<file path="src/logic/datapath_pkg.sv">
`default_nettype none

package datapath_pkg;

	localparam int data_bits     = 16;
	localparam int reg_count     = 16;
	localparam int reg_addr_bits = 4;

	// flag word layout
	localparam int flag_bits = 5;
	localparam int flag_c    = 0; // carry out of 17-bit sum
	localparam int flag_l    = 1; // a below b, unsigned
	localparam int flag_f    = 2; // signed overflow
	localparam int flag_z    = 3; // result zero
	localparam int flag_n    = 4; // a below b, signed

	// alu operations
	localparam int alu_op_bits = 4;
	localparam logic [alu_op_bits-1:0] alu_add    = 4'd0;
	localparam logic [alu_op_bits-1:0] alu_addc   = 4'd1;
	localparam logic [alu_op_bits-1:0] alu_sub    = 4'd2; // also cmp, cmpi
	localparam logic [alu_op_bits-1:0] alu_and    = 4'd3;
	localparam logic [alu_op_bits-1:0] alu_or     = 4'd4;
	localparam logic [alu_op_bits-1:0] alu_xor    = 4'd5;
	localparam logic [alu_op_bits-1:0] alu_pass_b = 4'd6; // mov, movi

endpackage

`default_nettype wire

</file>
<file path="src/logic/program_counter.sv">
`timescale 1ns/100ps
`default_nettype none

module program_counter import datapath_pkg::*; (
	input  wire                  clk,
	input  wire                  reset,
	input  wire                  en,     // one pulse per instruction
	input  wire                  branch, // condition already checked
	input  wire                  jump,
	input  wire [7:0]            disp,
	input  wire [data_bits-1:0]  target, // register rsrc
	output logic [data_bits-1:0] pc
);

	logic [data_bits-1:0] disp_ext;

	// displacement counts from the branch itself
	assign disp_ext = {{(data_bits - 8){disp[7]}}, disp};

	always_ff @(posedge clk or negedge reset) begin
		if (!reset) begin
			pc <= '0;
		end else if (en) begin
			if (jump)
				pc <= target; // absolute
			else if (branch)
				pc <= pc + disp_ext; // relative
			else
				pc <= pc + 1'b1;
		end
	end

endmodule

`default_nettype wire

</file>
<file path="config.mk">
export PLATFORM = sky130hd
export DESIGN_NAME = program_counter
export DESIGN_NICKNAME = d
export VERILOG_FILES = /design/src/logic/datapath_pkg.sv /design/src/logic/program_counter.sv
export SDC_FILE = /design/constraint.sdc
export NUM_CORES = 1
export LEC_CHECK = 0
export BUFFER_PORTS_ARGS = -buffer_cell sky130_fd_sc_hd__buf_2
export CAP_MARGIN = 10
export CORE_UTILIZATION = 46
export CTS_CLUSTER_DIAMETER = 100
export DETAILED_ROUTE_END_ITERATION = 7
export PLACE_DENSITY = 0.75
export SKIP_LAST_GASP = 1
export SLEW_MARGIN = 20
export SYNTH_ARGS = -nofsm -noshare
export SYNTH_HDL_FRONTEND = slang
export SYNTH_SLANG_ARGS = --single-unit
export TNS_END_PERCENT = 100
</file>
<file path="constraint.sdc">
create_clock -name clk -period 2.5 [get_ports clk]
set_input_delay 0.25 -clock clk [delete_from_list [all_inputs] [get_ports clk]]
set_output_delay 0.25 -clock clk [all_outputs]
set_load 0.01 [all_outputs]
</file>
After elaboration in Yosys (flattened, before gate mapping)
Cells that the tools add are included.

word-level totals
  memories kept = 0
  input port bits = 29
  logic and storage cells = 5
  RAM bits = 0
  latch bits = 0
  flip-flop bits (word level) = 16
  bits in read-only memories = 0

cells by class
  reductions and logical operators = 0
  shift operators = 0
  order comparisons = 0
  bitwise logic cells = 0
  mux-type cells = 2
  $mul = 0
  equal/unequal tests = 0
  div/mod/pow operators = 0
  add/sub/neg operators = 2

operators with widths
  operator               number
  $mux 16                2
  $add 16x1->16 const B  1
  $add 16x16->16         1

Logic depth before layout (Yosys ltp)
  word-level depth = 3
  depth in mapped cells = 9
  gate-level depth less buffers = 9

Least setup slack after synthesis
OpenSTA, ideal clock, no wires.

  path kind = input to register
  start point = in branch
  end point = reg pc[14]
  data required time = 2.368 ns
  setup time = 0.132 ns
  arrival = 2.316 ns
  path slack = 0.053 ns
  stages = 9
  path through = or2b_1 -> ha_1 -> fa_1 -> a21o_1 -> a22o_1 -> a21oi_4 -> mux2i_1 -> nor3_1 -> or3b_1

on the way
  cells in the longest elaborated chain, start to end = 2

ends and longest elaborated chain
  element               line                   text
  from (decl)           program_counter.sv:8   input wire branch,
  $mux 16               program_counter.sv:26  else if (branch)
  $mux 16               program_counter.sv:24  if (jump)
  to (signal assigned)  program_counter.sv:25  pc <= target;
  to (signal assigned)  program_counter.sv:27  pc <= pc + disp_ext;
  to (signal assigned)  program_counter.sv:29  pc <= pc + 1'b1;
  to (decl)             program_counter.sv:12  output logic [data_bits-1:0] pc

Every way passes these cells.
A chain may end at the register's enable or synchronous reset.

Worst setup path after layout
  start point = reg pc[0]
  end point = reg pc[14]

on the way
  cells in the longest elaborated chain, start to end = 3
  elaborated cells on any way between the ends = 4
  those cells by class = 2 x add/sub; 2 x mux

ends and longest elaborated chain
  element                                                 line
  $add 16x1->16 / $add 16x16->16 (equally long branches)  program_counter.sv:29, program_counter.sv:27
  $mux 16 *                                               program_counter.sv:26
  $mux 16 *                                               program_counter.sv:24

Every way passes the cells marked *; elsewhere a longest branch is shown, timed or not.

==> flow_summary.toml <==
[cts]
clock_latency_ps = 300
cts_buffers = 3
post_cts_buffers = 0
cts_buffer_depth = 2
cts.sinks = 16
htree_levels = 1
cts_root_buf = "clkbuf_4"
clk_pin_slew_ps = 110
cts_tree = "done"

[cells_and_area]
reg_top3 = "pc: 16 flops"
final_cell_mix = "buf_2 (44), nor2_1 (21), dfrtp_1 (16)"
mostFrequentLayoutCell = "buf_2"
regMostFlops = "pc"
drive_above_1_share_pct = 33.0
antenna_cells = 0
fin_cells = 274
area_delta_synth_final_pct = 24.4
largest_reg_flops = 16
nets = 269

[floorplan]
pin_count = 45
dieWidth_um = 58.5
start_util_pct = 48.4
dieArea_mm2 = 0.00342
core-area_mm2 = 0.00303
rows = 20
die_height_um = 58.5

[timing]
hold_ws_ps = 188
rsz0062_at_grt = "false"
slew_headroom_pct = 61.0
drv_slew = 0
period_needed_ps = 2370
period_share_pct = 94.8
timing.fmax_mhz = 422
setup_violations = 0
hold_viol = 0
worst_pin_slew_ps = 584
clock_skew_ps = 5.16

[grt]
grt.overflow.total = 0
antenna_found_initial = 0
grt_max_degree = 36
first_global_vias = 1341
grt_pass1_wl_um = 5840
grt_usage_pct = 22.1

[synth]
synth-simple-area-share_pct = 29.4
dominantRegCellSynth = "dfrtp_1"
synthXorXnorAreaFrac_pct = 2.39
ys_ff_latch = 16
synth_cell_type_count = 48
async_reset_ff_share_pct = 100
synth_edf_count = 0
synth_top_family_by_area = "simple AND/OR/NAND/NOR gates"
synth_compound_area_share_pct = 24.3
ys.warnings.count = 0
yosysSeqAreaShare_pct = 27.3
syn_nets = 217
synthesis.instances = 180
synthesis.area_mm2 = 0.00147
synth_mux_area_share_pct = 4.86
avgSynthCellArea_um2 = 8.15
synthAdderAreaFrac_pct = 7.34

[power]
power_frac_seq_pct = 35.6
internal-power_mw = 0.625
powerDensity_mw_per_mm2 = 592
ir_drop_mv = 0.355
power.switching_mw = 0.456
p_comb_share_pct = 50.4
switching_share_pct = 42.2
p_clk_share_pct = 14.0
p_leak_nw = 0.856

[setup_path]
cp-start-kind = "flop"
critical-path-max-stage-delay_ps = 410
cp_max_fo = 3
end_kind = "flop"
rrSetupSlack_ps = 130
crit_type = "reg2reg"
cp_slowest_cell = "dfrtp_1"
crit_path_cell_trace = "ha_1, fa_2, a21o_1, a22o_1, a21oi_4, mux2i_1, nor3_1, or3b_1"
critPathArrivalTime_ps = 2560
critPathRequiredTime_ps = 2690

[place]
dp_hpwl_um = 2690
dpl.cell_count = 270
globalplace.congestion = 0.883
port_buffers = 44

[detailed_routing]
drtAntennaViolNets = 0
first_pass_iters = 4
drt_iter0_drc = 36
routed_wl_um = 3610
wl_per_cell_um = 13.2
drc = 0
avgViaCountPerCell = 5.52
vias = 1512

[run]
cap_violations = 0

[worst_hold_path]
min_path_type = "in2reg"

[run_status]
status = "finished clean"
==> area by class of cell <==
type	instances	area (um^2)
clock buffers	3	22.5
repair buffers	56	313
inverters	6	22.5
well taps	44	55.1
fillers	315	1200
flip-flops and latches	16	400
multi-input cells	149	1010
==> power groups by stage <==
stage	registers (mW)	logic [mW]	clock network [mW]
after floorplan	0.404	0.337	0
after global placement	0.389	0.530	0
after detailed placement	0.390	0.537	0
after CTS	0.384	0.542	0.154
after global routing	0.393	0.610	0.161
final	0.385	0.545	0.151
==> repair_timing <==
| action | CTS | global route |
|---|---|---|
| resized for setup | 0 | 2 |
| hold endpoints to repair | 16 | 0 |
| endpoints found under the setup margin | 0 | 3 |
| hold buffers | 1 | 0 |
==> per-layer routing <==
metal / global-route usage, % / vias to the layer above / part of all wire, %
li1: - / 761 / -
met1: 29.0 / 706 / 48
met2: 38.4 / 42 / 47
met3: 4.62 / 3 / 3.9
met4: 3.40 / 0 / 0.22
met5: 0 / - / 0
==> cell families after synthesis <==
| logic type | after synthesis |
|---|---|
| adder cells (fa/ha/maj) | 8 |
| AND/OR/NAND/NOR | 79 |
| multiplexers | 7 |
| buffers and inverters | 15 |
| XOR/XNOR | 4 |
| flip-flops | 16 |
| AO/OA/AOI/OAI | 51 |
==> per-stage QoR <==
stage | power [mW] | area [um^2] | setup slack, ps | setup TNS (ps) | utilization [%]
floorplan | 0.741 | 1470 | 52.8 | 0 | -
global placement | 0.918 | 1780 | -46.2 | -71.9 | 58.9
detailed placement | 0.927 | 1780 | -114 | -271 | 58.9
CTS | 1.08 | 1820 | 62.9 | 0 | 60.0
global route | 1.16 | 1820 | 1.25 | 0 | 60.2
finish | 1.08 | 1820 | 130 | 0 | 60.2
==> worst max-delay path: cells and delay by family (launching register included) <==
family                     cells  cell delay [ps]
and+or+nand+nor                2              420
DFF                            1              410
adders and majority gates      2              590
muxes                          1              240
AOI/OAI and AO/OA              3              610
==> synthesized netlist by cell type, types with 2 or more instances <==
| cell type | n | area share [%] |
|---|---|---|
| nor2b_1 | 3 | 1.3 |
| a31oi_1 | 4 | 1.7 |
| dfrtp_1 | 16 | 27 |
| mux2i_1 | 6 | 4.1 |
| inv_1 | 6 | 1.5 |
| o211ai_1 | 3 | 1.5 |
| o21a_1 | 4 | 2.0 |
| nand3b_1 | 3 | 1.5 |
| nand2b_1 | 2 | 0.85 |
| xor2_1 | 3 | 1.8 |
| nand2_1 | 11 | 2.8 |
| a21o_1 | 5 | 2.6 |
| o21ai_0 | 6 | 2.0 |
| a21oi_1 | 15 | 5.1 |
| nor2_1 | 21 | 5.4 |
| o311ai_1 | 3 | 1.8 |
| or3b_1 | 2 | 1.2 |
| and2_2 | 6 | 3.1 |
| ha_1 | 7 | 6.0 |
| nand4_1 | 2 | 0.85 |
| nor4_1 | 3 | 1.3 |
| nand3_1 | 11 | 3.8 |
| or2_2 | 2 | 0.85 |
| o311ai_0 | 2 | 1.2 |
| clkbuf_1 | 8 | 2.0 |
| nor3_1 | 4 | 1.4 |
==> path summary, 6_finish.rpt <==
check,from,endpoint,depth (start not counted)
max reg2reg,pc[0]$_DFFE_PN0P_,pc[14]$_DFFE_PN0P_,8
min in group asynchronous,reset,pc[8]$_DFFE_PN0P_,2
max,pc[0]$_DFFE_PN0P_,pc[14]$_DFFE_PN0P_,8
min,target[15],pc[15]$_DFFE_PN0P_,3
min reg2reg,pc[2]$_DFFE_PN0P_,pc[2]$_DFFE_PN0P_,1
max in group asynchronous,reset,pc[3]$_DFFE_PN0P_,2
(Power assumes the default switching activity.)
