--- src/logic/datapath_pkg.sv ---
`default_nettype none

package datapath_pkg;

	localparam int data_bits     = 16;
	localparam int reg_count     = 16;
	localparam int reg_addr_bits = 4;

	// flag word layout
	localparam int flag_bits = 5;
	localparam int flag_c    = 0; // carry out of 17-bit sum
	localparam int flag_l    = 1; // a below b, unsigned
	localparam int flag_f    = 2; // signed overflow
	localparam int flag_z    = 3; // result zero
	localparam int flag_n    = 4; // a below b, signed

	// alu operations
	localparam int alu_op_bits = 4;
	localparam logic [alu_op_bits-1:0] alu_add    = 4'd0;
	localparam logic [alu_op_bits-1:0] alu_addc   = 4'd1;
	localparam logic [alu_op_bits-1:0] alu_sub    = 4'd2; // also cmp, cmpi
	localparam logic [alu_op_bits-1:0] alu_and    = 4'd3;
	localparam logic [alu_op_bits-1:0] alu_or     = 4'd4;
	localparam logic [alu_op_bits-1:0] alu_xor    = 4'd5;
	localparam logic [alu_op_bits-1:0] alu_pass_b = 4'd6; // mov, movi

endpackage

`default_nettype wire

--- src/logic/register_file.sv ---
`timescale 1ns/100ps
`default_nettype none

module register_file import datapath_pkg::*; (
	input  wire                      clk,
	input  wire                      reset,
	input  wire                      we,
	input  wire  [reg_addr_bits-1:0] waddr,
	input  wire  [data_bits-1:0]     wdata,
	input  wire  [reg_addr_bits-1:0] raddr_a, // rdest
	input  wire  [reg_addr_bits-1:0] raddr_b, // rsrc
	output logic [data_bits-1:0]     rdata_a,
	output logic [data_bits-1:0]     rdata_b
);

	logic [data_bits-1:0] regs [reg_count];

	always_ff @(posedge clk or negedge reset) begin
		if (!reset) begin
			for (int i = 0; i < reg_count; i++)
				regs[i] <= '0; // all clear, r0 is an ordinary register
		end else if (we) begin
			regs[waddr] <= wdata;
		end
	end

	// async reads
	assign rdata_a = regs[raddr_a];
	assign rdata_b = regs[raddr_b];

endmodule

`default_nettype wire

--- config.mk ---
export PLATFORM = sky130hd
export DESIGN_NAME = register_file
export DESIGN_NICKNAME = d
export VERILOG_FILES = /design/src/logic/datapath_pkg.sv /design/src/logic/register_file.sv
export SDC_FILE = /design/constraint.sdc
export NUM_CORES = 1
export LEC_CHECK = 0
export ABC_AREA = 1
export BUFFER_PORTS_ARGS = -buffer_cell sky130_fd_sc_hd__buf_2
export CAP_MARGIN = 20
export CORE_MARGIN = 10
export CORE_UTILIZATION = 45
export DETAILED_ROUTE_END_ITERATION = 12
export MAX_ROUTING_LAYER = met4
export PLACE_DENSITY_LB_ADDON = 0.12
export SLEW_MARGIN = 20
export SYNTH_ARGS = -nofsm -noshare
export SYNTH_HDL_FRONTEND = slang
export SYNTH_SLANG_ARGS = --single-unit
--- constraint.sdc ---
create_clock -name clk -period 1.8 [get_ports clk]
set_clock_uncertainty 0.05 [all_clocks]
set_input_delay 0.18 -clock clk [delete_from_list [all_inputs] [get_ports clk]]
set_output_delay 0.18 -clock clk [all_outputs]
set_load 0.03 [all_outputs]
### Word-level counts from Yosys, hierarchy flattened

Index checks and enable logic that the tools add are counted.

| operators by class | value |
|---|---|
| add/subtract/negate cells | 0 |
| multipliers | 0 |
| divide/modulo/power cells | 0 |
| order comparisons | 4 |
| equal/unequal tests | 0 |
| shift operators | 0 |
| muxes and demuxes | 9 |
| bitwise operators | 3 |
| reductions and logical operators | 1 |

Operators by type and width:

| cell | count |
|---|---|
| bitwise mux 256 bit | 1 |
| binary-select mux 16 bit (select 4 bit) | 2 |
| two-way mux 16 bit | 5 |
| demux 16 bit (select 4 bit) | 1 |
| greater-or-equal comparator 5 bit (second input constant) | 3 |
| NOT 4 -> 5 bit | 3 |
| < comparator 5 x 1 -> 1 bit (second input constant) | 1 |
| logical AND 1 bit | 1 |

| word-level totals | value |
|---|---|
| bits in registers | 256 |
| latch bits | 0 |
| memory bits (writable) | 0 |
| bits in read-only memories | 0 |
| bits of input ports | 31 |
| logic and storage cells | 33 |
| memories | 0 |

### Longest topological paths before layout

Gate-level depths: netlist (run 1).

| depth | value |
|---|---|
| depth after elaboration | 6 |
| mapped depth | 8 |
| gate-level depth less buffers | 6 |

### Least setup slack after synthesis (run 1)

No wires, ideal clock.

| path | value |
|---|---|
| path type | input -> output |
| from | input raddr_b[0] |
| to | output rdata_b[11] |
| arrival time | 1.134 ns |
| data required time | 1.570 ns |
| slack | 0.436 ns |
| stages | 8 |
| buffers on the path | 2 |
| cells stage by stage | inv_1 > buf_2 > clkbuf_1 > nand2_1 > nand3_1 > nand3_1 > nand3_1 > nand2_1 |

| between the ends | value |
|---|---|
| longest elaborated chain between the ends | 4 |

Ends and longest elaborated chain:

| what | RTL line | RTL |
|---|---|---|
| start: declaration | register_file.sv:11 | `input wire [reg_addr_bits-1:0] raddr_b,` |
| NOT 4 -> 5 bit (not written as such) | register_file.sv:29 | `assign rdata_b = regs[raddr_b];` |
| binary-select mux 16 bit (select 4 bit) | register_file.sv:29 |  |
| two-way mux 16 bit (not written as such) (2 in a row) | register_file.sv:29 |  |
| end: declaration | register_file.sv:13 | `output logic [data_bits-1:0] rdata_b` |

Every way passes these cells. The select of a mux whose other input is x is not followed.

### Final worst setup path (run 1)

| path | value |
|---|---|
| from | register regs[126] in the netlist's numbering |
| to | output rdata_b[14] |

| between the ends | value |
|---|---|
| longest elaborated chain between the ends | 3 |

Ends and longest elaborated chain:

| what | RTL line | RTL |
|---|---|---|
| start: declaration | register_file.sv:16 | `logic [data_bits-1:0] regs [reg_count];` |
| start signal: indexed assignment | register_file.sv:23 | `regs[waddr] <= wdata;` |
| binary-select mux 16 bit (select 4 bit) | register_file.sv:29 |  |
| two-way mux 16 bit (not written as such) (2 in a row) | register_file.sv:29 |  |

Every way passes these cells. The select of a mux whose other input is x is not followed.

==> results of run 1 <==
-- cell type report --
type | count | area (sq um)
repair buffers | 197 | 2070
clock buffers | 38 | 862
clock inverters | 18 | 297
flip-flops and latches | 256 | 6410
multi-input cells | 1530 | 7750
well taps | 442 | 553
diodes | 3 | 7.51
inverters | 284 | 1070
fillers | 3037 | 13600
-- cell usage in the layout, fill, tap and decap left out, drive strengths merged --
cell,count
diode,3
clkinvlp,1
dfrtp,256
inv,285
nor2,7
dlygate4sd3,17
nor3,2
o21ai,256
buf,180
nand2,812
nand3,453
clkbuf,38
bufinv,8
clkinv,8
-- worst max path at each step --
| stage | cells past startpoint | start | end | slack [ns] |
|---|---|---|---|---|
| floorplan | 8 | raddr_b[0] | rdata_b[11] | 0.44 |
| global placement | 9 | raddr_a[0] | rdata_a[15] | 0.16 |
| detailed placement | 9 | raddr_a[1] | rdata_a[13] | 0.14 |
| CTS | 7 | regs[143]$_DFFE_PN0P_ | rdata_a[15] | -0.05 |
| global route | 7 | regs[94]$_DFFE_PN0P_ | rdata_b[14] | -0.11 |
| finish | 7 | regs[126]$_DFFE_PN0P_ | rdata_b[14] | -0.03 |
-- what timing repair did --
action,4_1_cts,5_1_grt
setup buffers,12,37
pin swaps,92,145
hold endpoints to repair,320,0
gates resized for setup,229,265
hold buffers,17,0
setup endpoints to repair,32,32
-- logic make-up after synthesis --
| logic type | count (synthesis) |
|---|---|
| simple gates | 1274 |
| buf+inv | 450 |
| flops | 256 |
| compound gates | 256 |
-- power groups by stage --
stage                     combinational [mW]  sequential [mW]  clock [mW]
after global placement                  4.56             7.59           0
final                                   5.75             7.72        7.08
after detailed placement                4.66             7.62           0
after global routing                    6.43             7.84        7.42
after floorplan                         3.24             7.47           0
after CTS                               5.10             7.62        7.16
-- per-layer routing --
metal / share of wire, % / global-route usage (%) / routed length (um)
met1: 43 / 36.1 / 23900
met3: 9.2 / 5.04 / 5110
met4: 3.6 / 9.80 / 1970
met2: 44 / 40.1 / 24500
met5: 0 / - / 0
-- per-stage QoR --
step	TNS, ns	hold slack (ns)
2_1_floorplan	0	-0.166
3_5_place_dp	0	0.0791
3_3_place_gp	0	0.0722
6_report	-0.241	0.0721
4_1_cts	-0.392	0.0814
5_1_grt	-2.05	0.110
-- worst max-delay path: stages (launching register included) --
cell,delay (ns)
dfrtp_1,0.38
inv_1,0.09
nand2_2,0.05
nand3_2,0.10
nand3_2,0.10
nand3_2,0.10
nand2_2,0.07
buf_6,0.14
==> results_dict.tcl, run 1 <==
set metrics [dict create \
    netSwitchingFraction_pct 33.5 \
    crit_path_start_kind "flop" \
    largest_reg_flops 256 \
    vias 15300 \
    synthAdderAreaFrac_pct 0 \
    die_height_um 202 \
    synth_seq_area_share_pct 43.0 \
    drv_cap 0 \
    core_sq_um 32600 \
    cts_tree "done" \
    dp_cells 2643 \
    synth-main-ff-cell "dfrtp_1" \
    power_density_nw_per_um2 1080 \
    gp_congestion 0.920 \
    setup_viol 18 \
    row_count 66 \
    muxShareOfSynthArea_pct 0 \
    place_ws_ns 0.143 \
    post-route-util_pct 58.3 \
    p_int_mw 13.7 \
    post_synth_xor_area_fraction_pct 0 \
    syn_inst 2236 \
    synth_compound_area_share_pct 8.60 \
    largest_register "regs" \
    synth_top_family_by_area "simple AND/OR/NAND/NOR gates" \
    violations "setup timing" \
    fmax_ghz 0.546 \
    via_per_inst 5.54 \
    place_area_sq_um 16100 \
    grt_first_pass_wirelength_mm 84.5 \
    worstSetupPathType "flop to output port" \
    layout-drive-gt1-share_pct 28.8 \
    syn_area_sq_um 14900 \
    rrSetupSlack_ns 0.83 \
    io_pins 63 \
    yosysMostFrequentCell "nand2_1" \
    synth_nets 2267 \
    first_pass_iters 6 \
    finalPower_mw 20.5 \
    hpwlAfterDp_mm 33.9 \
    num-nets-final 2330 \
    r2r_end "regs[76]$_DFFE_PN0P_" \
    finalNonFillerCells 2768 \
    wirelength_mm 55.5 \
    top_regs "regs: 256 flops" \
    yosys.area_share.simple_pct 36.3 \
    period_needed_ns 1.83 \
    grt.overflow.total 0 \
    stdcell_area_sq_um 19000 \
    cp.arrival_ns 1.60 \
    synth_area_leaders "dfrtp_1 (43%), nand2_1 (20%), nand3_1 (15%)" \
    worstHoldPathType "input port to asynchronous set/reset pin" \
    ir_drop_mv 0.755 \
    yosysUniqueCellTypes 17 \
    drt_iter0_drc 1669 \
    yosys.area.top_type_share_pct 43.0 \
    ctsLongestPathBuffers 3 \
    rsz0062_at_grt "true" \
    synthArstFlopShare_pct 100 \
    antenna_found_initial 3 \
    synth_seq_cells 256 \
    port_buffers 62 \
    yosys.area.top_type "dfrtp_1" \
    reg2reg_from "regs[76]$_DFFE_PN0P_" \
    finalWorstSetupSlack_ns -0.0307 \
    initial_core_util_pct 45.7 \
    p_sw_mw 6.88 \
    synth_edf_count 0 \
    slew_viol_final 0 \
    track_usage_pct 27.0 \
    die-area_sq_um 40800 \
    pwr-share-clk_pct 34.4 \
    crit_fanout 2 \
    htree_levels 1 \
    cts_made_buffers 30 \
    worstMarginPinSlew_ns 0.531 \
    min_period_over_period_pct 102 \
    grt_pass1_vias 14300 \
    route.detailed.drc 0 \
    p_leak_nw 9.56 \
    clockRootBuffer "clkbuf_16" \
    grt_max_degree 57 \
    seq_power_share_pct 37.6 \
    synth_warnings 0 \
    cp_data_required_time_ns 1.57 \
    status "complete, but fails checks" \
    die_w_um 202 \
    wire_per_inst_um 20.1 \
    cts.reportedPaths.clkPinSlew_ns 0.06 \
    avgSynthCellArea_sq_um 6.66 \
    synth_top_cells_by_count "nand2_1 (812), nand3_1 (450), inv_1 (282)" \
    slew_headroom_pct 64.6 \
    hold_viol 0 \
    clk_latency_ns 0.56 \
    cts_num_sinks 256 \
    ant_nets 0 \
    reg2reg_depth 4 \
    setup.worst_path.end_class "output port" \
    pwr-share-comb_pct 28.0 \
    area_growth_pct 27.7 \
]
No activity file was read; power rests on OpenSTA's default activity.
==> run 2: changes to the inputs <==
- PLACE_DENSITY_LB_ADDON: 0.12 -> not set
==> results_dict.tcl, run 2 (synthesis gave the netlist of run 1 again) <==
set metrics [dict create \
    status "complete, but fails checks" \
    violations "setup timing" \
    place_area_sq_um 15900 \
    rsz0062_at_grt "true" \
    pwr-share-clk_pct 32.6 \
    antenna_found_initial 1 \
    cts_made_buffers 31 \
    reg2reg_from "regs[2]$_DFFE_PN0P_" \
    htree_levels 1 \
    holdWs_ns 0.0825 \
    seq_power_share_pct 39.1 \
    die_height_um 202 \
    stdcell_area_sq_um 18500 \
    core_sq_um 32600 \
    track_usage_pct 27.1 \
    drv_cap 0 \
    cts_num_sinks 256 \
    worstSetupPathType "flop to output port" \
    hpwlAfterDp_mm 33.5 \
    wire_per_inst_um 20.2 \
    grt.overflow.total 0 \
    p_int_mw 12.9 \
    finalWorstSetupSlack_ns -0.0838 \
    cp_data_required_time_ns 1.57 \
    cp_cell_sequence "inv_2 -> nand2_1 -> nand3_1 -> nand3_1 -> nand3_1 -> nand2_2 -> buf_6" \
    vias 15200 \
    top_regs "regs: 256 flops" \
    row_count 66 \
    die-area_sq_um 40800 \
    critPathSlowestCell "dfrtp_1" \
    fillers 3104 \
    finalNonFillerCells 2755 \
    finalPower_mw 19.7 \
    clk_latency_ns 0.58 \
    via_per_inst 5.53 \
    crit_buf_inv 2 \
    largest_register "regs" \
    p_sw_mw 6.78 \
    crit_path_start_kind "flop" \
    slew_headroom_pct 64.6 \
    setup_viol 25 \
    worstHoldPathType "input port to asynchronous set/reset pin" \
    crit_fanout 2 \
    netSwitchingFraction_pct 34.5 \
    max_stage_delay_ns 0.39 \
    p_leak_nw 9.33 \
    worstMarginPinSlew_ns 0.530 \
    cts.reportedPaths.clkPinSlew_ns 0.06 \
    grt_max_degree 74 \
    route.detailed.drc 0 \
    io_pins 63 \
    setup.worst_path.end_class "output port" \
    pwr-share-comb_pct 28.3 \
    cts_tree "done" \
    grt_first_pass_wirelength_mm 84.7 \
    multi_input_area_sq_um 7620 \
    gp_congestion 0.900 \
    totalNegativeSetupSlack_ns -0.631 \
    final_common_cell "nand2_1" \
    grt_pass1_vias 14000 \
    area_growth_pct 24.5 \
    port_buffers 62 \
    clockRootBuffer "clkbuf_16" \
    ctsLongestPathBuffers 3 \
    slew_viol_final 0 \
    cp.arrival_ns 1.65 \
    power_density_nw_per_um2 1060 \
    min_period_over_period_pct 105 \
    crit_top_cell "nand3_1" \
    layout-drive-gt1-share_pct 26.5 \
    die_w_um 202 \
    dp_cells 2638 \
    hold_viol 0 \
    initial_core_util_pct 45.7 \
    drt_iter0_drc 1545 \
    largest_reg_flops 256 \
    wirelength_mm 55.6 \
    layout_common_cells "nand2_1 (755), nand3_1 (303), dfrtp_1 (256)" \
    first_pass_iters 6 \
    cp_top_family "simple AND/OR/NAND/NOR gates" \
    ir_drop_mv 0.859 \
    num-nets-final 2318 \
    ant_nets 0 \
    regArea_sq_um 6410 \
    period_needed_ns 1.88 \
    fmax_ghz 0.531 \
    crit_start "regs[207]$_DFFE_PN0P_" \
]
[run 2: cell types whose count changed in the layout (fill, tap and decap cells not counted), sizes merged]
cell      delta
inv          -1
diode        -1
clkbuf       +7
clkinv       -1
buf         -13
clkinvlp     +1
bufinv       -5
[run 2: power by group through the flow]
stage / combinational [mW] / sequential [mW] / clock [mW]
2_1_floorplan: 3.24 / 7.47 / 0
3_3_place_gp: 4.50 / 7.59 / 0
3_5_place_dp: 4.59 / 7.61 / 0
4_1_cts: 4.96 / 7.60 / 6.51
5_1_grt: 6.24 / 7.83 / 6.75
6_report: 5.56 / 7.69 / 6.42
[run 2: worst paths after layout]
check                                        end  slack [ns]  cells past startpoint
max                                  rdata_a[15]       -0.08                      7
min                        regs[207]$_DFFE_PN0P_        0.08                      2
max reg2reg                  regs[2]$_DFFE_PN0P_        0.85                      4
min reg2reg                regs[198]$_DFFE_PN0P_        0.43                      2
max in group asynchronous  regs[150]$_DFFE_PN0P_        0.91                      3
min in group clk           regs[237]$_DFFE_PN0P_        0.10                      5
[run 2: what timing repair did]
| action | in CTS | in global routing |
|---|---|---|
| pin swaps | 84 | 138 |
| resized for setup | 200 | 255 |
| cloned | 0 | 0 |
| hold buffers | 17 | 0 |
| setup buffers | 7 | 34 |
| setup endpoints to repair | 32 | 32 |
| endpoints found under the hold margin | 320 | 0 |
[run 2: final cells by class]
type / instances / area share [%]
well taps: 442 / 2.98
flip-flops and latches: 256 / 34.5
clock inverters: 12 / 0.776
inverters: 284 / 5.78
diodes: 2 / 0.0270
repair buffers: 184 / 10.0
clock buffers: 45 / 4.79
multi-input cells: 1530 / 41.1
[run 2: routing by layer]
| layer | global-route usage, % | vias to the layer above | wire length (um) |
|---|---|---|---|
| li1 | - | 7127 | - |
| met1 | 37.3 | 7223 | 24400 |
| met2 | 40.3 | 733 | 24700 |
| met3 | 4.85 | 145 | 4710 |
| met4 | 7.76 | 0 | 1760 |
| met5 | - | - | 0 |
[run 2: per-stage QoR]
step           setup WS (ns)  util [%]
2_1_floorplan          0.436         -
3_3_place_gp           0.154      48.7
3_5_place_dp           0.151      48.7
4_1_cts              -0.0873      53.8
5_1_grt               -0.155      56.8
6_report             -0.0838      56.9
