===== src/logic/datapath_pkg.sv =====
`default_nettype none

package datapath_pkg;

	localparam int data_bits     = 16;
	localparam int reg_count     = 16;
	localparam int reg_addr_bits = 4;

	// flag word layout
	localparam int flag_bits = 5;
	localparam int flag_c    = 0; // carry out of 17-bit sum
	localparam int flag_l    = 1; // a below b, unsigned
	localparam int flag_f    = 2; // signed overflow
	localparam int flag_z    = 3; // result zero
	localparam int flag_n    = 4; // a below b, signed

	// alu operations
	localparam int alu_op_bits = 4;
	localparam logic [alu_op_bits-1:0] alu_add    = 4'd0;
	localparam logic [alu_op_bits-1:0] alu_addc   = 4'd1;
	localparam logic [alu_op_bits-1:0] alu_sub    = 4'd2; // also cmp, cmpi
	localparam logic [alu_op_bits-1:0] alu_and    = 4'd3;
	localparam logic [alu_op_bits-1:0] alu_or     = 4'd4;
	localparam logic [alu_op_bits-1:0] alu_xor    = 4'd5;
	localparam logic [alu_op_bits-1:0] alu_pass_b = 4'd6; // mov, movi

endpackage

`default_nettype wire


===== src/logic/isa_pkg.sv =====
`default_nettype none

package isa_pkg;

	// two views of the same fetched word
	typedef union packed {
		struct packed {
			logic [3:0] op;
			logic [3:0] rdest; // also condition code for Jcond
			logic [3:0] ext;
			logic [3:0] rsrc;
		} reg_form;
		struct packed {
			logic [3:0] op;
			logic [3:0] rdest; // condition code for Bcond
			logic [7:0] imm8;
		} imm_form;
	} instr_t;

	// major opcodes
	localparam logic [3:0] op_reg   = 4'h0; // register class, picked by ext
	localparam logic [3:0] op_mem   = 4'h4; // load, store, jcond
	localparam logic [3:0] op_addi  = 4'h5;
	localparam logic [3:0] op_cmpi  = 4'hB;
	localparam logic [3:0] op_bcond = 4'hC;
	localparam logic [3:0] op_movi  = 4'hD;
	localparam logic [3:0] op_halt  = 4'hF;

	// extension field values
	localparam logic [3:0] ext_load  = 4'h0;
	localparam logic [3:0] ext_and   = 4'h1;
	localparam logic [3:0] ext_or    = 4'h2;
	localparam logic [3:0] ext_xor   = 4'h3;
	localparam logic [3:0] ext_stor  = 4'h4;
	localparam logic [3:0] ext_add   = 4'h5;
	localparam logic [3:0] ext_addc  = 4'h7;
	localparam logic [3:0] ext_sub   = 4'h9;
	localparam logic [3:0] ext_cmp   = 4'hB;
	localparam logic [3:0] ext_jcond = 4'hC;
	localparam logic [3:0] ext_mov   = 4'hD;

	// condition codes, anything else never holds
	localparam logic [3:0] cond_eq = 4'h0; // z set
	localparam logic [3:0] cond_ne = 4'h1; // z clear
	localparam logic [3:0] cond_lo = 4'hA; // l set
	localparam logic [3:0] cond_hs = 4'hB; // l clear
	localparam logic [3:0] cond_lt = 4'hC; // n set
	localparam logic [3:0] cond_ge = 4'hD; // n clear
	localparam logic [3:0] cond_uc = 4'hE; // always

endpackage

`default_nettype wire

===== src/logic/control_decoder.sv =====
`timescale 1ns/100ps
`default_nettype none

module control_decoder import isa_pkg::*, datapath_pkg::*; (
	input  wire                      clk,
	input  wire                      reset,
	input  wire  [data_bits-1:0]     instr,      // q_a of the ram
	input  wire  [flag_bits-1:0]     flags_next, // from alu
	output logic [flag_bits-1:0]     flags_q,    // stored flags, carry feeds alu
	output logic                     pc_en,
	output logic                     branch,
	output logic                     jump,
	output logic [7:0]               disp,
	output logic                     reg_we,
	output logic [reg_addr_bits-1:0] waddr,
	output logic [reg_addr_bits-1:0] raddr_a,
	output logic [reg_addr_bits-1:0] raddr_b,
	output logic                     imm_sel,
	output logic                     wb_sel,
	output logic                     ls_sel,
	output logic                     mem_we,
	output logic [alu_op_bits-1:0]   alu_op,
	output logic [data_bits-1:0]     imm,
	output logic                     halted
);

	// fsm states
	localparam logic [2:0] s_fetch    = 3'd0;
	localparam logic [2:0] s_decode   = 3'd1;
	localparam logic [2:0] s_execute  = 3'd2;
	localparam logic [2:0] s_mem_wait = 3'd3;
	localparam logic [2:0] s_mem_wb   = 3'd4;
	localparam logic [2:0] s_halted   = 3'd5;

	logic [2:0] state, state_next;
	instr_t     ir;      // instruction register
	instr_t     fetched; // raw word on q_a during decode
	logic       alu_valid, is_cmp, is_move, imm_zext, cond_true;
	logic       is_stor, is_jcond, is_bcond, is_halt, fetched_load;

	assign fetched = instr;

	// loads skip execute and go straight to the address phase
	assign fetched_load = (fetched.reg_form.op == op_mem) && (fetched.reg_form.ext == ext_load);

	assign is_stor  = (ir.reg_form.op == op_mem) && (ir.reg_form.ext == ext_stor);
	assign is_jcond = (ir.reg_form.op == op_mem) && (ir.reg_form.ext == ext_jcond);
	assign is_bcond = ir.imm_form.op == op_bcond;
	assign is_halt  = ir.reg_form.op == op_halt;

	// alu op and operand select
	always_comb begin
		alu_op    = alu_add;
		alu_valid = 1'b0;
		is_cmp    = 1'b0;
		is_move   = 1'b0;
		imm_sel   = 1'b0;
		imm_zext  = 1'b0;
		case (ir.reg_form.op)
			op_reg: begin
				alu_valid = 1'b1;
				case (ir.reg_form.ext)
					ext_add:  alu_op = alu_add;
					ext_addc: alu_op = alu_addc;
					ext_sub:  alu_op = alu_sub;
					ext_and:  alu_op = alu_and;
					ext_or:   alu_op = alu_or;
					ext_xor:  alu_op = alu_xor;
					ext_cmp: begin
						alu_op = alu_sub; // flags only
						is_cmp = 1'b1;
					end
					ext_mov: begin
						alu_op  = alu_pass_b;
						is_move = 1'b1;
					end
					default: alu_valid = 1'b0; // unknown ext is a nop
				endcase
			end
			op_addi: begin
				alu_valid = 1'b1;
				imm_sel   = 1'b1;
			end
			op_movi: begin
				alu_op    = alu_pass_b;
				alu_valid = 1'b1;
				is_move   = 1'b1;
				imm_sel   = 1'b1;
				imm_zext  = 1'b1;
			end
			op_cmpi: begin
				alu_op    = alu_sub;
				alu_valid = 1'b1;
				is_cmp    = 1'b1;
				imm_sel   = 1'b1;
			end
			default: ; // mem, bcond, halt and unknown ops leave the alu idle
		endcase
	end

	// movi zero-extends, addi and cmpi sign-extend
	assign imm = imm_zext ? {{(data_bits - 8){1'b0}}, ir.imm_form.imm8}
	                      : {{(data_bits - 8){ir.imm_form.imm8[7]}}, ir.imm_form.imm8};

	// condition sits in rdest for both bcond and jcond
	always_comb begin
		case (ir.imm_form.rdest)
			cond_eq: cond_true = flags_q[flag_z];
			cond_ne: cond_true = !flags_q[flag_z];
			cond_lt: cond_true = flags_q[flag_n];
			cond_ge: cond_true = !flags_q[flag_n];
			cond_lo: cond_true = flags_q[flag_l];
			cond_hs: cond_true = !flags_q[flag_l];
			cond_uc: cond_true = 1'b1;
			default: cond_true = 1'b0; // never
		endcase
	end

	always_comb begin
		case (state)
			s_fetch:    state_next = s_decode;
			s_decode:   state_next = fetched_load ? s_mem_wait : s_execute;
			s_execute:  state_next = is_halt ? s_halted : s_fetch;
			s_mem_wait: state_next = s_mem_wb;
			s_mem_wb:   state_next = s_fetch;
			s_halted:   state_next = s_halted; // only reset leaves
			default:    state_next = s_fetch;
		endcase
	end

	always_ff @(posedge clk or negedge reset) begin
		if (!reset) begin
			state   <= s_fetch;
			ir      <= '0;
			flags_q <= '0;
		end else begin
			state <= state_next;
			if (state == s_decode)
				ir <= fetched; // q_a holds mem[pc] here
			if (state == s_execute && alu_valid && !is_move)
				flags_q <= flags_next; // moves keep the flags
		end
	end

	// register addresses straight from the ir
	assign waddr   = ir.reg_form.rdest;
	assign raddr_a = ir.reg_form.rdest;
	assign raddr_b = ir.reg_form.rsrc;
	assign disp    = ir.imm_form.imm8;

	// strobes
	assign mem_we = (state == s_execute) && is_stor;
	assign ls_sel = mem_we || (state == s_mem_wait); // rsrc addresses memory
	assign wb_sel = state == s_mem_wb;                // load data to rdest
	assign reg_we = ((state == s_execute) && alu_valid && !is_cmp) || (state == s_mem_wb);
	assign pc_en  = ((state == s_execute) && !is_halt) || (state == s_mem_wb);
	assign branch = (state == s_execute) && is_bcond && cond_true;
	assign jump   = (state == s_execute) && is_jcond && cond_true;
	assign halted = state == s_halted;

endmodule

`default_nettype wire


===== config.mk =====
export PLATFORM = sky130hd
export DESIGN_NAME = control_decoder
export DESIGN_NICKNAME = d
export VERILOG_FILES = /design/src/logic/datapath_pkg.sv /design/src/logic/isa_pkg.sv /design/src/logic/control_decoder.sv
export SDC_FILE = /design/constraint.sdc
export NUM_CORES = 1
export LEC_CHECK = 0
export BUFFER_PORTS_ARGS = -buffer_cell sky130_fd_sc_hd__buf_2
export CAP_MARGIN = 20
export CORE_ASPECT_RATIO = 1.4
export CORE_MARGIN = 10
export CORE_UTILIZATION = 49
export DETAILED_ROUTE_END_ITERATION = 10
export GPL_TIMING_DRIVEN = 0
export PLACE_DENSITY = 0.84
export SLEW_MARGIN = 20
export SYNTH_ARGS = -nofsm -noshare
export SYNTH_HDL_FRONTEND = slang
export SYNTH_SLANG_ARGS = --single-unit

===== constraint.sdc =====
create_clock -name clk -period 4.17 [get_ports clk]
set_clock_uncertainty 0.15 [all_clocks]
set_input_delay 0.417 -clock clk [delete_from_list [all_inputs] [get_ports clk]]
set_output_delay 0.417 -clock clk [all_outputs]
set_load 0.05 [all_outputs]

* Word-level counts from Yosys, hierarchy flattened *
Index checks and enable logic that the tools add are counted.

storage, ports and cells
  register bits = 24
  input bits = 23
  output and inout bits = 54
  logic and storage cells = 74

cells by class
  equality and inequality tests = 28
  muxes and demuxes = 15
  reduce and logical (&&, ||, !) cells = 28

operator list
  cell                                                                    number
  4-bit equality test (second input constant)                             13
  4-bit by 3-bit equality test with 1-bit output (second input constant)  6
  3-bit one-hot mux with 6 select lines                                   1
  16-bit two-way mux                                                      1
  3-bit one-hot mux with 5 select lines                                   1
  1-bit logical AND                                                       12
  4-bit logical NOT                                                       3
  3-bit one-hot mux with 3 select lines                                   1
  4-bit by 1-bit equality test with 1-bit output (second input constant)  2
  4-bit by 2-bit equality test with 1-bit output (second input constant)  2
  8-bit OR reduction                                                      1
  1-bit one-hot mux with 7 select lines                                   1
  3-bit by 2-bit equality test with 1-bit output (second input constant)  2
  3-bit equality test (second input constant)                             2
  1-bit logical NOT                                                       6
  1-bit two-way mux                                                       6
  1-bit one-hot mux with 2 select lines                                   3
  3-bit by 1-bit equality test with 1-bit output (second input constant)  1
  3-bit logical NOT                                                       1
  1-bit logical OR                                                        3
  3-bit two-way mux                                                       1
  3-bit OR reduction                                                      1
  2-bit OR reduction                                                      1

* Longest topological paths before layout *
  depth in word-level cells = 7
  mapped depth = 6
  mapped depth without buffers = 5

* Least setup slack after synthesis *
Ideal clock, no wire load.

  path kind = register to output
  start point = reg ir[5] in the netlist's numbering
  end point = out ls_sel
  data arrival time = 2455 ps
  required time = 3603 ps
  setup slack = 1148 ps
  cell stages (with the launch flop) = 6
  buffers on the path = 0
  cell sequence = dfrtp_1 > inv_1 > nand2_1 > or3_1 > nor3_1 > a21o_1

between the ends
  word-level cells in the longest chain between the ends = 4

ends and longest elaborated chain
  element                                         RTL line                source
  start: declaration                              control_decoder.sv:36   instr_t ir;
  start signal: assignment                        control_decoder.sv:139  ir <= fetched;
  4-bit by 3-bit equality test with 1-bit output  control_decoder.sv:46   assign is_stor = (ir.reg_form.op == op_mem) && (ir.reg_form.ext == ext_stor);
  1-bit logical AND                               control_decoder.sv:46
  1-bit logical AND                               control_decoder.sv:152  assign mem_we = (state == s_execute) && is_stor;
  net mem_we                                      control_decoder.sv:21   output logic mem_we,
  1-bit logical OR                                control_decoder.sv:153  assign ls_sel = mem_we || (state == s_mem_wait);
  end: declaration                                control_decoder.sv:20   output logic ls_sel,

The timed path passes the listed nets, and every way through them passes these cells.

* Final worst setup path *
  start point = reg ir[8] in the netlist's numbering
  end point = out jump

between the ends
  word-level cells in the longest chain between the ends = 3
  elaborated cells on any way between the ends = 9
  classes of those cells = eq/ne (6); mux (1); reduce/logical (2)

ends and longest elaborated chain
  element                                      RTL line                source
  4-bit equality test (tied with other cells)  control_decoder.sv:107  case (ir.imm_form.rdest)
  1-bit one-hot mux with 7 select lines *      control_decoder.sv:107
  1-bit logical AND *                          control_decoder.sv:158  assign jump = (state == s_execute) && is_jcond && cond_true;
  end: declaration                             control_decoder.sv:12   output logic jump,

Mark *: on every way between the ends. The rest lies on a longest branch, timed or not.

==> results.py <==
metrics = {
    "timing": {
        "slew_viol_final": 0,
        "fin_crit_sh_pct": 62.55,
        "finalSetupTns_ns": 0,
        "setup_ws_ns": 1.562,
        "post-route-min-period_ns": 2.608,
        "finalSetupViolCount": 0,
        "worst_pin_slew_ns": 0.5554,
        "holdWs_ns": 0.2014,
        "fmax_mhz": 383.4,
        "final_hold_viol_count": 0,
        "rsz0062_at_grt": "no",
        "worst_slew_margin_rel_pct": 62.97,
    },
    "synthesis": {
        "synth_edf_count": 0,
        "syn_area_sq_mm": 0.001583,
        "yosysSeqAreaShare_pct": 37.94,
        "ys.warnings.count": 0,
        "post-synth-top-count-cell": "buf_4",
        "ys_async_sr_fraction_pct": 100.0,
        "yosys-top-cells-area": "dfrtp_1, buf_4, mux2_2",
        "ys_ff_latch": 24,
        "synthTopCellsByCount": "buf_4, dfrtp_1, nand2_1",
        "syn-num-nets": 184,
        "yosysTopAreaCellShare_pct": 37.94,
        "ys.flop_type": "dfrtp_1",
        "synth_area_per_cell_sq_um": 9.831,
        "synthCells": 161,
        "synth.largest_area_cell": "dfrtp_1",
        "synthDistinctLibCells": 41,
    },
    "global_routing": {
        "grt_overflow": 0,
        "grt_usage_pct": 13.37,
        "grt_max_degree": 25,
        "antenna_found_initial": 0,
        "grt_pass1_wl_um": 6320,
        "first_global_vias": 1368,
    },
    "setup_path": {
        "cp_data_required_time_ns": 3.60,
        "cp.arrival_ns": 2.04,
        "path_class": "flop to output port",
        "reg2regPathDepth": 5,
        "cp-start-kind": "flop",
        "critPathMaxFanout": 7,
        "crit_path_end_kind": "output port",
    },
    "cts": {
        "numCtsBuffers": 3,
        "cts_tree": "done",
        "cts_buffer_depth": 2,
        "cts.sinks": 24,
        "clk_latency_ns": 0.27,
        "path_clk_slew_ns": 0.08,
        "post_cts_buffers": 0,
        "htree_levels": 1,
        "cts_root_buf": "clkbuf_8",
    },
    "finish": {
        "drive_gt1_share_pct": 56.85,
        "layout.nets": 265,
        "diodes": 0,
        "final_area_sq_mm": 0.002072,
        "area_growth_pct": 30.91,
        "fill_cells": 305,
    },
    "die": {
        "core_sq_mm": 0.003123,
        "initial_utilization_pct": 50.68,
        "std_cell_rows": 24,
        "die_h_um": 87.25,
        "ioPinCount": 77,
        "fp.dieW_um": 68.04,
        "dieArea_sq_mm": 0.005936,
    },
    "drt": {
        "drc": 0,
        "drtIter0Drc": 69,
        "wl_per_cell_um": 14.79,
        "vias": 1399,
        "wl_um": 4141,
        "antenna_left": 0,
        "firstDrtPassIters": 4,
        "via_per_inst": 4.996,
    },
    "placement": {
        "dpl_cell_area_sq_mm": 0.002007,
        "gp_congestion": 0.8216,
        "dp_hpwl_um": 3376,
        "dp_slack_ns": 1.847,
        "port_buffers": 75,
    },
    "min_path": {
        "holdPathStages": 2,
        "min_path_type": "input port to flop",
    },
    "status": {
        "status": "finished clean",
    },
    "job": {
        "maxCapViolCount": 0,
    },
}
## routing by layer
metal,part of all wire [%],GRT usage [%],vias up
li1,-,-,682
met1,36,14.05,658
met2,53,23.77,54
met3,9.1,4.510,5
met4,1.2,4.404,0
met5,0,0,-
## layout make-up
type | count | area [sq um] | share of cell area, %
tap | 39 | 48.80 | 2.355
sequential | 24 | 600.6 | 28.99
inverter | 4 | 15.01 | 0.7246
multi-input combinational | 92 | 659.4 | 31.82
timing repair buffer | 76 | 385.4 | 18.60
buffer | 41 | 307.8 | 14.86
clock buffer | 4 | 55.05 | 2.657
## path summary, 6_finish.rpt
check,from,endpoint,slack (ns)
worst min register to register,flags_q[2],flags_q[2],0.34
worst max-delay path,ir[8],jump,1.56
worst max register to register,ir[7],flags_q[3],2.25
min in group asynchronous,reset,ir[6],0.52
max in group asynchronous,reset,ir[3],2.99
worst min-delay path,flags_next[4],flags_q[4],0.20
## critical path: stages (launching register included)
cell	delay, ns
dfrtp_1	0.45
or4b_1	0.53
a21o_1	0.17
a21oi_1	0.14
nor3b_2	0.19
buf_2	0.29
## per-stage QoR
step | util (%) | std cells
after detailed placement | 64.26 | 275
after global routing | 66.35 | 280
after CTS | 66.35 | 280
after floorplan | - | 161
after global placement | 64.26 | 275
final | 66.35 | 280
## cell usage in the layout (no fill, tap or decap), drive strengths merged, types with 2 or more instances in the layout
cell type,count
and2,2
nand2,14
clkbuf,4
and3b,2
nor3b,2
dfrtp,24
nor4b,2
inv,4
a21o,2
nor4,2
buf,116
o22ai,2
o21ai,10
mux2,18
nand4b,2
nor3,3
nor2b,2
nand2b,2
a21oi,8
nand3,3
nor2,5
## what timing repair did
| item | in CTS | in global routing |
|---|---|---|
| endpoints found under the setup margin | 0 | 0 |
| hold endpoints to repair | 24 | 0 |
| hold buffers | 1 | 0 |
| gates resized for setup | 0 | 0 |
## kinds of logic (layout without fill, tap and decap cells)
kind of cell,count (synthesis),after routing,share of synthesized area (%)
mux,19,19,13.44
other cells,1,1,0.2369
compound gates,27,27,10.28
flops,24,24,37.94
simple gates,45,45,17.71
buf+inv,45,125,20.39
## registers in the layout, summed over array words and instances, names as in the netlist
signal / flops
state: 3
ir: 16
flags_q: 5
Power is left out: the tool's default activity adds up to more than one toggle a clock period on the data nets, which glitch-free logic cannot reach.
